===== config.mk =====
export PLATFORM = sky130hd
export DESIGN_NAME = raster_top
export DESIGN_NICKNAME = d
export VERILOG_FILES = /design/src/raster_geom_pkg.sv /design/src/fb_pkg.sv /design/src/tri_coverage_scan.sv /design/src/pixel_block_packer.sv /design/src/scanout_unpacker.sv /design/src/raster_top.sv
export SDC_FILE = /design/constraint.sdc
export NUM_CORES = 1
export LEC_CHECK = 0
export ABC_AREA = 1
export ABC_CLOCK_PERIOD_IN_PS = 9600
export BUFFER_PORTS_ARGS = -buffer_cell sky130_fd_sc_hd__buf_2
export CAP_MARGIN = 5
export CORE_MARGIN = 3
export CORE_UTILIZATION = 35
export CTS_BUF_LIST = sky130_fd_sc_hd__clkbuf_2 sky130_fd_sc_hd__clkbuf_4 sky130_fd_sc_hd__clkbuf_8
export DETAILED_ROUTE_END_ITERATION = 16
export GPL_TIMING_DRIVEN = 0
export PLACE_DENSITY = 0.58
export SLEW_MARGIN = 10
export SYNTH_ARGS = -nofsm -noshare
export SYNTH_HDL_FRONTEND = slang
export SYNTH_HIERARCHICAL = 1
export SYNTH_SLANG_ARGS = --single-unit

===== constraint.sdc =====
create_clock -name sys_clk -period 9.6 [get_ports sys_clk]
set_input_delay 0.48 -clock sys_clk [delete_from_list [all_inputs] [get_ports sys_clk]]
set_output_delay 0.48 -clock sys_clk [all_outputs]
set_load 0.02 [all_outputs]

===== src/raster_geom_pkg.sv =====
package raster_geom_pkg;

  localparam int frame_width  = 32;  // pixels per line
  localparam int frame_height = 24;  // lines per frame
  localparam int frame_pixels = frame_width * frame_height;

  localparam int coord_width = 6;   // covers off-frame vertices up to 63
  localparam int edge_width  = 16;  // room for a 63x63 cross product difference

  // unsigned screen coordinate
  typedef logic [coord_width-1:0] coord_t;

  // signed edge function result
  typedef logic signed [edge_width-1:0] edge_t;

  typedef struct packed {
    coord_t x;
    coord_t y;
  } point_t;

  // screen space triangle, winding order is free
  typedef struct packed {
    point_t a;
    point_t b;
    point_t c;
  } triangle_t;

endpackage


===== src/fb_pkg.sv =====
package fb_pkg;

  localparam int color_width   = 12;  // 4 bits per channel
  localparam int chan_width    = 4;
  localparam int pixel_width   = 16;  // one framebuffer memory word
  localparam int block_pixels  = 8;   // pixels per block write
  localparam int fb_addr_width = 10;

  localparam logic [color_width-1:0] bg_color = 12'h000;

  typedef logic [$clog2(block_pixels)-1:0] blk_idx_t;
  typedef logic [fb_addr_width-1:0] fb_addr_t;

  // same word seen as raw memory data or as colour channels
  typedef union packed {
    logic [pixel_width-1:0] raw;
    struct packed {
      logic [pixel_width-color_width-1:0] pad;  // always zero
      logic [chan_width-1:0] r;
      logic [chan_width-1:0] g;
      logic [chan_width-1:0] b;
    } ch;
  } pixel_t;

  typedef pixel_t [block_pixels-1:0] block_t;  // pixel 0 in the lsbs

  typedef struct packed {
    pixel_t   pixel;
    fb_addr_t addr;
  } pix_beat_t;

  typedef struct packed {
    fb_addr_t addr;  // address of pixel 0
    block_t   data;
  } blk_write_t;

endpackage


===== src/tri_coverage_scan.sv =====
module tri_coverage_scan (
  input  logic                            sys_clk,
  input  logic                            sys_rst,
  input  logic                            start,
  input  raster_geom_pkg::triangle_t      tri_in,
  input  logic [fb_pkg::color_width-1:0]  fg_color,
  output logic                            busy,
  output logic                            pix_valid,
  output fb_pkg::pix_beat_t               pix
);

  raster_geom_pkg::triangle_t tri_q;
  logic [fb_pkg::color_width-1:0] color_q;

  raster_geom_pkg::coord_t x;
  raster_geom_pkg::coord_t y;
  fb_pkg::fb_addr_t        addr;

  raster_geom_pkg::point_t p;
  raster_geom_pkg::edge_t  e_ab;
  raster_geom_pkg::edge_t  e_bc;
  raster_geom_pkg::edge_t  e_ca;
  logic covered;
  logic last_x;
  logic last_px;
  logic accept;

  // (vx-ux)(py-uy) - (vy-uy)(px-ux)
  function automatic raster_geom_pkg::edge_t edge_fn(
    input raster_geom_pkg::point_t u,
    input raster_geom_pkg::point_t v,
    input raster_geom_pkg::point_t q
  );
    raster_geom_pkg::edge_t ux;
    raster_geom_pkg::edge_t uy;
    raster_geom_pkg::edge_t vx;
    raster_geom_pkg::edge_t vy;
    raster_geom_pkg::edge_t qx;
    raster_geom_pkg::edge_t qy;
    ux = u.x;  // zero extended
    uy = u.y;
    vx = v.x;
    vy = v.y;
    qx = q.x;
    qy = q.y;
    return (vx - ux) * (qy - uy) - (vy - uy) * (qx - ux);
  endfunction

  assign accept  = start && !busy;
  assign last_x  = (x == raster_geom_pkg::coord_t'(raster_geom_pkg::frame_width - 1));
  assign last_px = last_x && (y == raster_geom_pkg::coord_t'(raster_geom_pkg::frame_height - 1));

  assign p.x  = x;
  assign p.y  = y;
  assign e_ab = edge_fn(tri_q.a, tri_q.b, p);
  assign e_bc = edge_fn(tri_q.b, tri_q.c, p);
  assign e_ca = edge_fn(tri_q.c, tri_q.a, p);

  // inside for either winding, edges count as inside
  assign covered = (e_ab >= 0 && e_bc >= 0 && e_ca >= 0) ||
                   (e_ab <= 0 && e_bc <= 0 && e_ca <= 0);

  always_ff @(posedge sys_clk) begin
    if (sys_rst) begin
      busy      <= 1'b0;
      pix_valid <= 1'b0;
      x         <= '0;
      y         <= '0;
      addr      <= '0;
    end else begin
      pix_valid <= busy;  // one beat per sweep cycle
      if (accept) begin
        busy <= 1'b1;
        x    <= '0;
        y    <= '0;
        addr <= '0;
      end else if (busy) begin
        addr <= addr + 1'b1;
        if (last_px) begin
          busy <= 1'b0;  // drops as the last beat goes out
          x    <= '0;
          y    <= '0;
        end else if (last_x) begin
          x <= '0;
          y <= y + 1'b1;
        end else begin
          x <= x + 1'b1;
        end
      end
    end
  end

  always_ff @(posedge sys_clk) begin
    if (accept) begin
      tri_q   <= tri_in;
      color_q <= fg_color;
    end
    pix.addr      <= addr;
    pix.pixel.raw <= {{(fb_pkg::pixel_width - fb_pkg::color_width){1'b0}},
                      covered ? color_q : fb_pkg::bg_color};
  end

endmodule


===== src/pixel_block_packer.sv =====
module pixel_block_packer (
  input  logic               sys_clk,
  input  logic               sys_rst,
  input  logic               pix_valid,
  input  fb_pkg::pix_beat_t  pix,
  output logic               blk_wr,
  output fb_pkg::blk_write_t blk
);

  // pixels 0..6 of the block being gathered
  fb_pkg::pixel_t [fb_pkg::block_pixels-2:0] pend;
  fb_pkg::fb_addr_t start_q;
  fb_pkg::blk_idx_t idx;
  logic             last_idx;

  assign idx      = fb_pkg::blk_idx_t'(pix.addr);  // low address bits
  assign last_idx = (idx == fb_pkg::blk_idx_t'(fb_pkg::block_pixels - 1));

  always_ff @(posedge sys_clk) begin
    if (sys_rst) begin
      blk_wr <= 1'b0;
    end else begin
      blk_wr <= pix_valid && last_idx;  // single cycle strobe
    end
  end

  always_ff @(posedge sys_clk) begin
    if (pix_valid) begin
      if (idx == '0) begin
        start_q <= pix.addr;  // first pixel fixes the block address
      end
      if (last_idx) begin
        blk.addr <= start_q;
        // final pixel goes straight in, no extra cycle
        blk.data <= {pix.pixel.raw, pend};
      end else begin
        pend[idx].raw <= pix.pixel.raw;
      end
    end
  end

endmodule


===== src/scanout_unpacker.sv =====
module scanout_unpacker (
  input  logic                           sys_clk,
  input  logic                           sys_rst,
  input  logic                           blk_wr,
  input  fb_pkg::blk_write_t             blk,
  output logic                           out_valid,
  output fb_pkg::fb_addr_t               out_addr,
  output logic [fb_pkg::chan_width-1:0]  out_r,
  output logic [fb_pkg::chan_width-1:0]  out_g,
  output logic [fb_pkg::chan_width-1:0]  out_b
);

  fb_pkg::block_t   bank      [2];
  fb_pkg::fb_addr_t bank_addr [2];

  logic             wr_sel;  // bank taking the next block
  logic             rd_sel;  // bank being replayed
  fb_pkg::blk_idx_t rd_idx;
  fb_pkg::pixel_t   cur;

  always_ff @(posedge sys_clk) begin
    if (sys_rst) begin
      wr_sel    <= 1'b0;
      rd_sel    <= 1'b0;
      rd_idx    <= '0;
      out_valid <= 1'b0;
    end else if (blk_wr) begin
      wr_sel    <= ~wr_sel;
      rd_sel    <= wr_sel;  // replay the block just stored
      rd_idx    <= '0;
      out_valid <= 1'b1;
    end else if (out_valid) begin
      rd_idx <= rd_idx + 1'b1;
      if (rd_idx == fb_pkg::blk_idx_t'(fb_pkg::block_pixels - 1)) begin
        out_valid <= 1'b0;
      end
    end
  end

  always_ff @(posedge sys_clk) begin
    if (blk_wr) begin
      bank[wr_sel]      <= blk.data;
      bank_addr[wr_sel] <= blk.addr;
    end
  end

  assign cur      = bank[rd_sel][rd_idx];
  assign out_addr = bank_addr[rd_sel] + fb_pkg::fb_addr_t'(rd_idx);
  assign out_r    = cur.ch.r;  // channel view of the word
  assign out_g    = cur.ch.g;
  assign out_b    = cur.ch.b;

endmodule


===== src/raster_top.sv =====
module raster_top (
  input  logic                           sys_clk,
  input  logic                           sys_rst,
  input  logic                           start,
  input  raster_geom_pkg::triangle_t     tri_in,
  input  logic [fb_pkg::color_width-1:0] fg_color,
  output logic                           busy,
  output logic                           blk_wr,
  output fb_pkg::blk_write_t             blk,
  output logic                           out_valid,
  output fb_pkg::fb_addr_t               out_addr,
  output logic [fb_pkg::chan_width-1:0]  out_r,
  output logic [fb_pkg::chan_width-1:0]  out_g,
  output logic [fb_pkg::chan_width-1:0]  out_b
);

  logic              pix_valid;
  fb_pkg::pix_beat_t pix;

  tri_coverage_scan u_scan (
    .sys_clk   (sys_clk),
    .sys_rst   (sys_rst),
    .start     (start),
    .tri_in    (tri_in),
    .fg_color  (fg_color),
    .busy      (busy),
    .pix_valid (pix_valid),
    .pix       (pix)
  );

  pixel_block_packer u_pack (
    .sys_clk   (sys_clk),
    .sys_rst   (sys_rst),
    .pix_valid (pix_valid),
    .pix       (pix),
    .blk_wr    (blk_wr),
    .blk       (blk)
  );

  // block writes also leave the top for the framebuffer side
  scanout_unpacker u_unpack (
    .sys_clk   (sys_clk),
    .sys_rst   (sys_rst),
    .blk_wr    (blk_wr),
    .blk       (blk),
    .out_valid (out_valid),
    .out_addr  (out_addr),
    .out_r     (out_r),
    .out_g     (out_g),
    .out_b     (out_b)
  );

endmodule


Word level (Yosys, flattened, before mapping)
Memories as Yosys holds them, arrays and structs flattened. A register that Yosys moved wholly into a read port is not among the register bits.
Index checks and enable logic that the tools add are counted.
{"block": "totals", "latchBits": 0, "out_inout_bits": 163, "n_memories": 2, "rom_bits": 0, "ram_bits": 268, "word_cells": 118, "ff_bits": 357, "in_bits": 51}
{"block": "classes", "n_mux": 21, "reduce_logical": 18, "bitwise": 2, "mul": 6, "div": 0, "order_cmp": 9, "shift": 0, "addsub": 20, "n_eq_ne": 4}
{"memory": "u_unpack.bank", "words": 2, "width": 124, "read_ports": 1, "rd_clocked_by_memory_dff": 1, "write_ports": 1, "line_no": "scanout_unpacker.sv:13", "rtl": "fb_pkg::block_t bank [2];"}
{"memory": "u_unpack.bank_addr", "words": 2, "width": 10, "read_ports": 1, "rd_clocked_by_memory_dff": 1, "write_ports": 1, "line_no": "scanout_unpacker.sv:14", "rtl": "fb_pkg::fb_addr_t bank_addr [2];"}
{"cell": "$bwmux W112", "count": 1}
{"cell": "$mul A16 B16 Y16", "count": 6}
{"cell": "$sub A6 B6 Y7", "count": 12}
{"cell": "$bmux W16 S3", "count": 1}
{"cell": "$demux W16 S3", "count": 1}
{"cell": "$ge A16 B1 Y1 const B", "count": 3}
{"cell": "$le A16 B1 Y1 const B", "count": 3}
{"cell": "$sub A16 B16 Y16", "count": 3}
{"cell": "$mux W6", "count": 4}
{"cell": "$mux W16", "count": 1}
{"cell": "$add A6 B1 Y6 const B", "count": 2}
{"cell": "$eq A6 B5 Y1 const B", "count": 2}
{"cell": "$mux W1", "count": 12}
{"cell": "$mux W12", "count": 1}
{"cell": "$add A10 B1 Y10 const B", "count": 1}
{"cell": "$add A10 B3 Y10", "count": 1}
{"cell": "$logic_and A1 B1 Y1", "count": 8}
{"cell": "$lt A3 B4 Y1 const B", "count": 2}
{"cell": "$reduce_and A2 Y1", "count": 4}
{"cell": "$eq A3 B3 Y1 const B", "count": 2}
{"cell": "$reduce_or A2 Y1", "count": 2}
{"cell": "$add A3 B1 Y3 const B", "count": 1}
{"cell": "$ge A3 B1 Y1 const B", "count": 1}
{"cell": "$logic_not A3 Y1", "count": 1}
{"cell": "4 further kinds", "count": 5}

Depth between registers and ports, before layout
{"block": "depth", "ltp_word": 7, "depth_mapped": 38, "mapped_depth_nobuf": 37}

Modules after synthesis
The synthesis kept the hierarchy.
{"mod": "tri_coverage_scan", "seq_area_each_um2": 2362.3, "n_inst": 1, "cells_per_inst": 2294, "area_per_inst_um2": 18939.4}
{"mod": "scanout_unpacker", "seq_area_each_um2": 6506.2, "n_inst": 1, "cells_per_inst": 899, "area_per_inst_um2": 9519.1}
{"mod": "pixel_block_packer", "seq_area_each_um2": 7827.5, "n_inst": 1, "cells_per_inst": 280, "area_per_inst_um2": 7907.6}

Least setup slack after synthesis
No wires, ideal clock.
{"block": "synth_path", "path_type": "register to register", "from": "reg, netlist name u_scan/pix[0]", "to": "reg, netlist name u_pack/blk[0]", "setup_slack_ps": 2778, "path_stages_with_launch": 3, "path_buffers": 0, "arrival_ps": 6185, "required_ps": 8963, "setup_time_ps": 637, "synth_period_minus_slack_ps": 6822, "path_cell_list": "dfxtp_1 nand2_2 nor2_1"}
{"block": "synth_via", "elab_chain_cells": 2}
{"element": "$eq A3 B3 Y1", "line_no": "pixel_block_packer.sv:17", "rtl": "assign last_idx = (idx == fb_pkg::blk_idx_t'(fb_pkg::block_pixels - 1));"}
{"element": "$reduce_and A2 Y1 (no line)"}
Every way passes these cells.
A chain may end at the register's enable or synchronous reset.

Worst setup path in the final report
{"block": "layout_path", "from": "reg u_scan/tri_q[18] (netlist name)", "to": "reg, netlist name u_scan/pix[18]"}
{"block": "layout_via", "elab_chain_cells": 7, "word_cells_on_any_way": 17, "classes_between": "add/sub: 5; mul: 3; order compare: 4; reduce/logical: 5"}
{"element": "from (decl)", "line_no": "tri_coverage_scan.sv:12", "rtl": "raster_geom_pkg::triangle_t tri_q;"}
{"element": "from (signal assigned)", "line_no": "tri_coverage_scan.sv:95", "rtl": "tri_q <= tri_in;"}
{"element": "$sub A6 B6 Y7", "line_no": "tri_coverage_scan.sv:46", "rtl": "return (vx - ux) * (qy - uy) - (vy - uy) * (qx - ux);"}
{"element": "$mul A16 B16 Y16", "line_no": "tri_coverage_scan.sv:46"}
{"element": "$sub A16 B16 Y16", "line_no": "tri_coverage_scan.sv:46"}
{"element": "$ge A16 B1 Y1 / $le A16 B1 Y1 (equally long branches)", "line_no": "tri_coverage_scan.sv:60, tri_coverage_scan.sv:61"}
{"element": "$logic_and A1 B1 Y1 (on tied branches) (2 in a row)", "line_no": "tri_coverage_scan.sv:60, tri_coverage_scan.sv:61"}
{"element": "$logic_or A1 B1 Y1 (*)", "line_no": "tri_coverage_scan.sv:60", "rtl": "assign covered = (e_ab >= 0 && e_bc >= 0 && e_ca >= 0) ||"}
Mark *: on every way between the ends. The rest lies on a longest branch, timed or not.

==> flow_metrics.py <==
metrics = {
    "status": {
        "status": "finished clean",
    },
    "critical_path": {
        "crit_required_ns": 10.16,
        "critPathLaunchType": "flop",
        "slowest_stage": "fa_1",
        "critPathMaxFanout": 10,
        "arrival_ns": 8.52,
        "crit_family": "adder cells",
        "worstSetupEndpointType": "flop",
        "path_class": "flop to flop",
        "cp.buffers_inverters": 7,
        "cp_common_cell": "fa_1",
        "cpPeakStageDelay_ns": 0.64,
    },
    "sta": {
        "worst_pin_slew_ns": 0.9370,
        "rsz0062_at_grt": "false",
        "max_slew_margin": 0.3754,
        "setup_viol": 0,
        "fmax_mhz": 125.6,
        "slew_viol_final": 0,
        "clock_skew_ns": 0.03755,
        "hold_violations": 0,
        "fin_crit_ns": 7.959,
        "period_share": 0.8291,
    },
    "clock_tree": {
        "cts_buffer_depth": 3,
        "post_cts_buffers": 0,
        "cts.reportedPaths.clkPinSlew_ns": 0.06,
        "ctsHoldBuffers": 46,
        "cts_made_buffers": 94,
        "cts_resized": 0,
        "root_buffer": "clkbuf_8",
        "clkLatencyLatePin_ns": 0.71,
        "cts.sinks": 574,
        "htree_levels": 3,
        "cts_tree": "yes",
    },
    "yosys": {
        "synth_edf_count": 520,
        "yosysTopAreaCell": "edfxtp_1",
        "synthesis.area_mm2": 0.03637,
        "ys_types": 46,
        "ys_warn_count": 6,
        "synth-main-ff-cell": "edfxtp_1",
        "synth_top_area_share": 0.4294,
        "synth.avg_cell_area_um2": 10.47,
        "syn_inst": 3473,
        "ys_ff_latch": 574,
        "async_reset_ff_frac": 0,
        "ys_seq_area_frac": 0.4591,
        "ys_top_cells_by_area": "edfxtp_1, fa_1, inv_1",
    },
    "drt": {
        "via_per_inst": 4.552,
        "wl_per_cell_um": 17.20,
        "drt_iter0_drc": 1642,
        "dr.pass1.iters": 6,
        "wl_mm": 91.00,
        "drc_errors": 0,
        "dr_total_vias": 24081,
        "postRouteAntennaNets": 0,
    },
    "cells_and_area": {
        "final-seq-area_mm2": 0.01670,
        "layout.nets": 4471,
        "drive_gt1_frac": 0.1276,
        "syn2layout_area_growth_pct": 15.47,
        "fin_area_mm2": 0.04199,
        "multi_input_area_mm2": 0.01635,
        "nFillCells": 9882,
        "final_cells": 5290,
    },
    "flow_run": {
        "maxCapViolations": 0,
    },
    "place": {
        "portBuffers": 213,
        "placed_area_mm2": 0.03959,
        "dpl.hpwl_mm": 70.82,
        "dp.cells": 5073,
        "gp_congestion": 0.8552,
    },
    "floorplan": {
        "die_w_um": 328.3,
        "rows": 117,
        "pin_count": 214,
        "initial_core_util": 0.3549,
        "core_area_mm2": 0.1025,
        "fp.dieArea_mm2": 0.1078,
        "die_h_um": 328.3,
    },
    "global_routing": {
        "antenna_found_initial": 3,
        "grt_max_degree": 56,
        "grt_pass1_vias": 24337,
        "grt_usage": 0.1704,
        "grt_first_pass_wirelength_mm": 139.6,
        "grt_remaining_overflow": 0,
    },
    "min_path": {
        "min-delay-path-class": "input port to flop",
    },
}
[routing by layer]
layer	global-route usage	wire length (um)
met1	0.2205	38480
met3	0.02549	5351
met2	0.2950	44860
met5	0	13
met4	0.05138	2287
[logic make-up (layout without fill, tap and decap cells)]
family | after synthesis | after routing | synth area share
XOR/XNOR | 60 | 60 | 0.01466
flip-flops | 574 | 574 | 0.4591
adder cells (fa/ha/maj) | 573 | 573 | 0.2655
AND/OR/NAND/NOR | 1264 | 1264 | 0.1446
buffers and inverters | 865 | 1309 | 0.09379
AO/OA/AOI/OAI | 136 | 136 | 0.02229
other | 1 | 6 | 0.0001031
[cells in the final DEF, fill, tap and decap left out, drive strengths merged, types with 5 or more instances in the layout]
master,Yosys,final
ha,242,242
o21a,5,5
nand2,673,673
or2,31,31
xnor2,23,23
clkbuf,10,144
nand4,14,14
nand3,210,210
a21o,6,6
dfxtp,54,54
edfxtp,520,520
nor3,10,10
o21ai,26,26
clkinv,2,25
nand3b,8,8
inv,814,819
a211oi,10,10
nor2,303,303
buf,39,268
a21oi,81,81
xor2,37,37
dlygate4sd3,0,46
fa,331,331
or3,7,7
[area by class of cell]
type                       instances  share of cell area
sequential                       574              0.3976
multi-input combinational       2037              0.3893
inverter                         816             0.07318
timing repair buffer             275             0.04469
tap                             1368             0.04076
clock buffer                     134             0.03915
buffer                            49            0.008164
clock inverter                    35            0.007091
antenna                            2           0.0001192
[path summary, 6_finish.rpt]
path                            endpoint                   startpoint  slack [ns]  depth (start not counted)
min          u_scan/color_q[3]$_DFFE_PP_                  fg_color[3]        0.13                          1
max reg2reg    u_scan/pix[18]$_SDFF_PN0_   u_scan/tri_q[18]$_DFFE_PP_        1.64                         31
min reg2reg        u_scan/pix[8]$_DFF_P_  u_scan/addr[8]$_SDFFE_PP0P_        0.35                          0
max            u_scan/pix[18]$_SDFF_PN0_   u_scan/tri_q[18]$_DFFE_PP_        1.64                         31
[registers in the layout, indices dropped and copies added, names as in the netlist, named ones only]
name and cells:
u_scan/y 6, u_unpack/rd_idx 3, u_scan/tri_q 36, u_unpack/bank_addr 20
u_unpack/rd_sel 1, u_scan/addr 10, u_scan/pix 22, u_pack/start_q 10
u_scan/x 6, u_unpack/wr_sel 1, u_pack/blk 138, u_pack/pend 112
u_scan/busy 1, u_scan/pix_valid 1, u_unpack/bank 192, u_pack/blk_wr 1
u_unpack/out_valid 1, u_scan/color_q 12
[cells in the mapped netlist, types with 4 or more instances]
| cell type | instances |
|---|---|
| or3_1 | 7 |
| a21oi_2 | 12 |
| nor3_1 | 9 |
| nand2_2 | 8 |
| nor2_1 | 298 |
| nand2_1 | 665 |
| a21o_1 | 6 |
| o21a_1 | 5 |
| nor4_1 | 4 |
| ha_1 | 242 |
| a31oi_1 | 4 |
| edfxtp_1 | 520 |
| buf_6 | 10 |
| nand3_1 | 209 |
| dfxtp_1 | 54 |
| xnor2_1 | 23 |
| inv_2 | 6 |
| or2_1 | 4 |
| inv_1 | 807 |
| buf_2 | 9 |
| nand4_1 | 14 |
| xor2_1 | 36 |
| nor3b_1 | 4 |
| a21oi_1 | 69 |
| clkbuf_1 | 9 |
| o21ai_0 | 22 |
| buf_4 | 16 |
| a211oi_1 | 10 |
| fa_1 | 331 |
| nand3b_1 | 8 |
| or2_2 | 27 |
[metrics by stage]
step	TNS [ns]	setup slack, ns	utilization	hold WS [ns]
CTS	0	1.510	0.4097	0.008080
global route	0	1.039	0.4098	0.05106
detailed placement	0	1.587	0.3863	0.3417
global placement	-98.29	-0.7420	0.3821	0.3371
floorplan	0	2.778	-	0.3308
finish	0	1.641	0.4098	0.1343
Power is not shown: default switching activity piles up to over one toggle a cycle in this logic, so the estimate is an artifact.
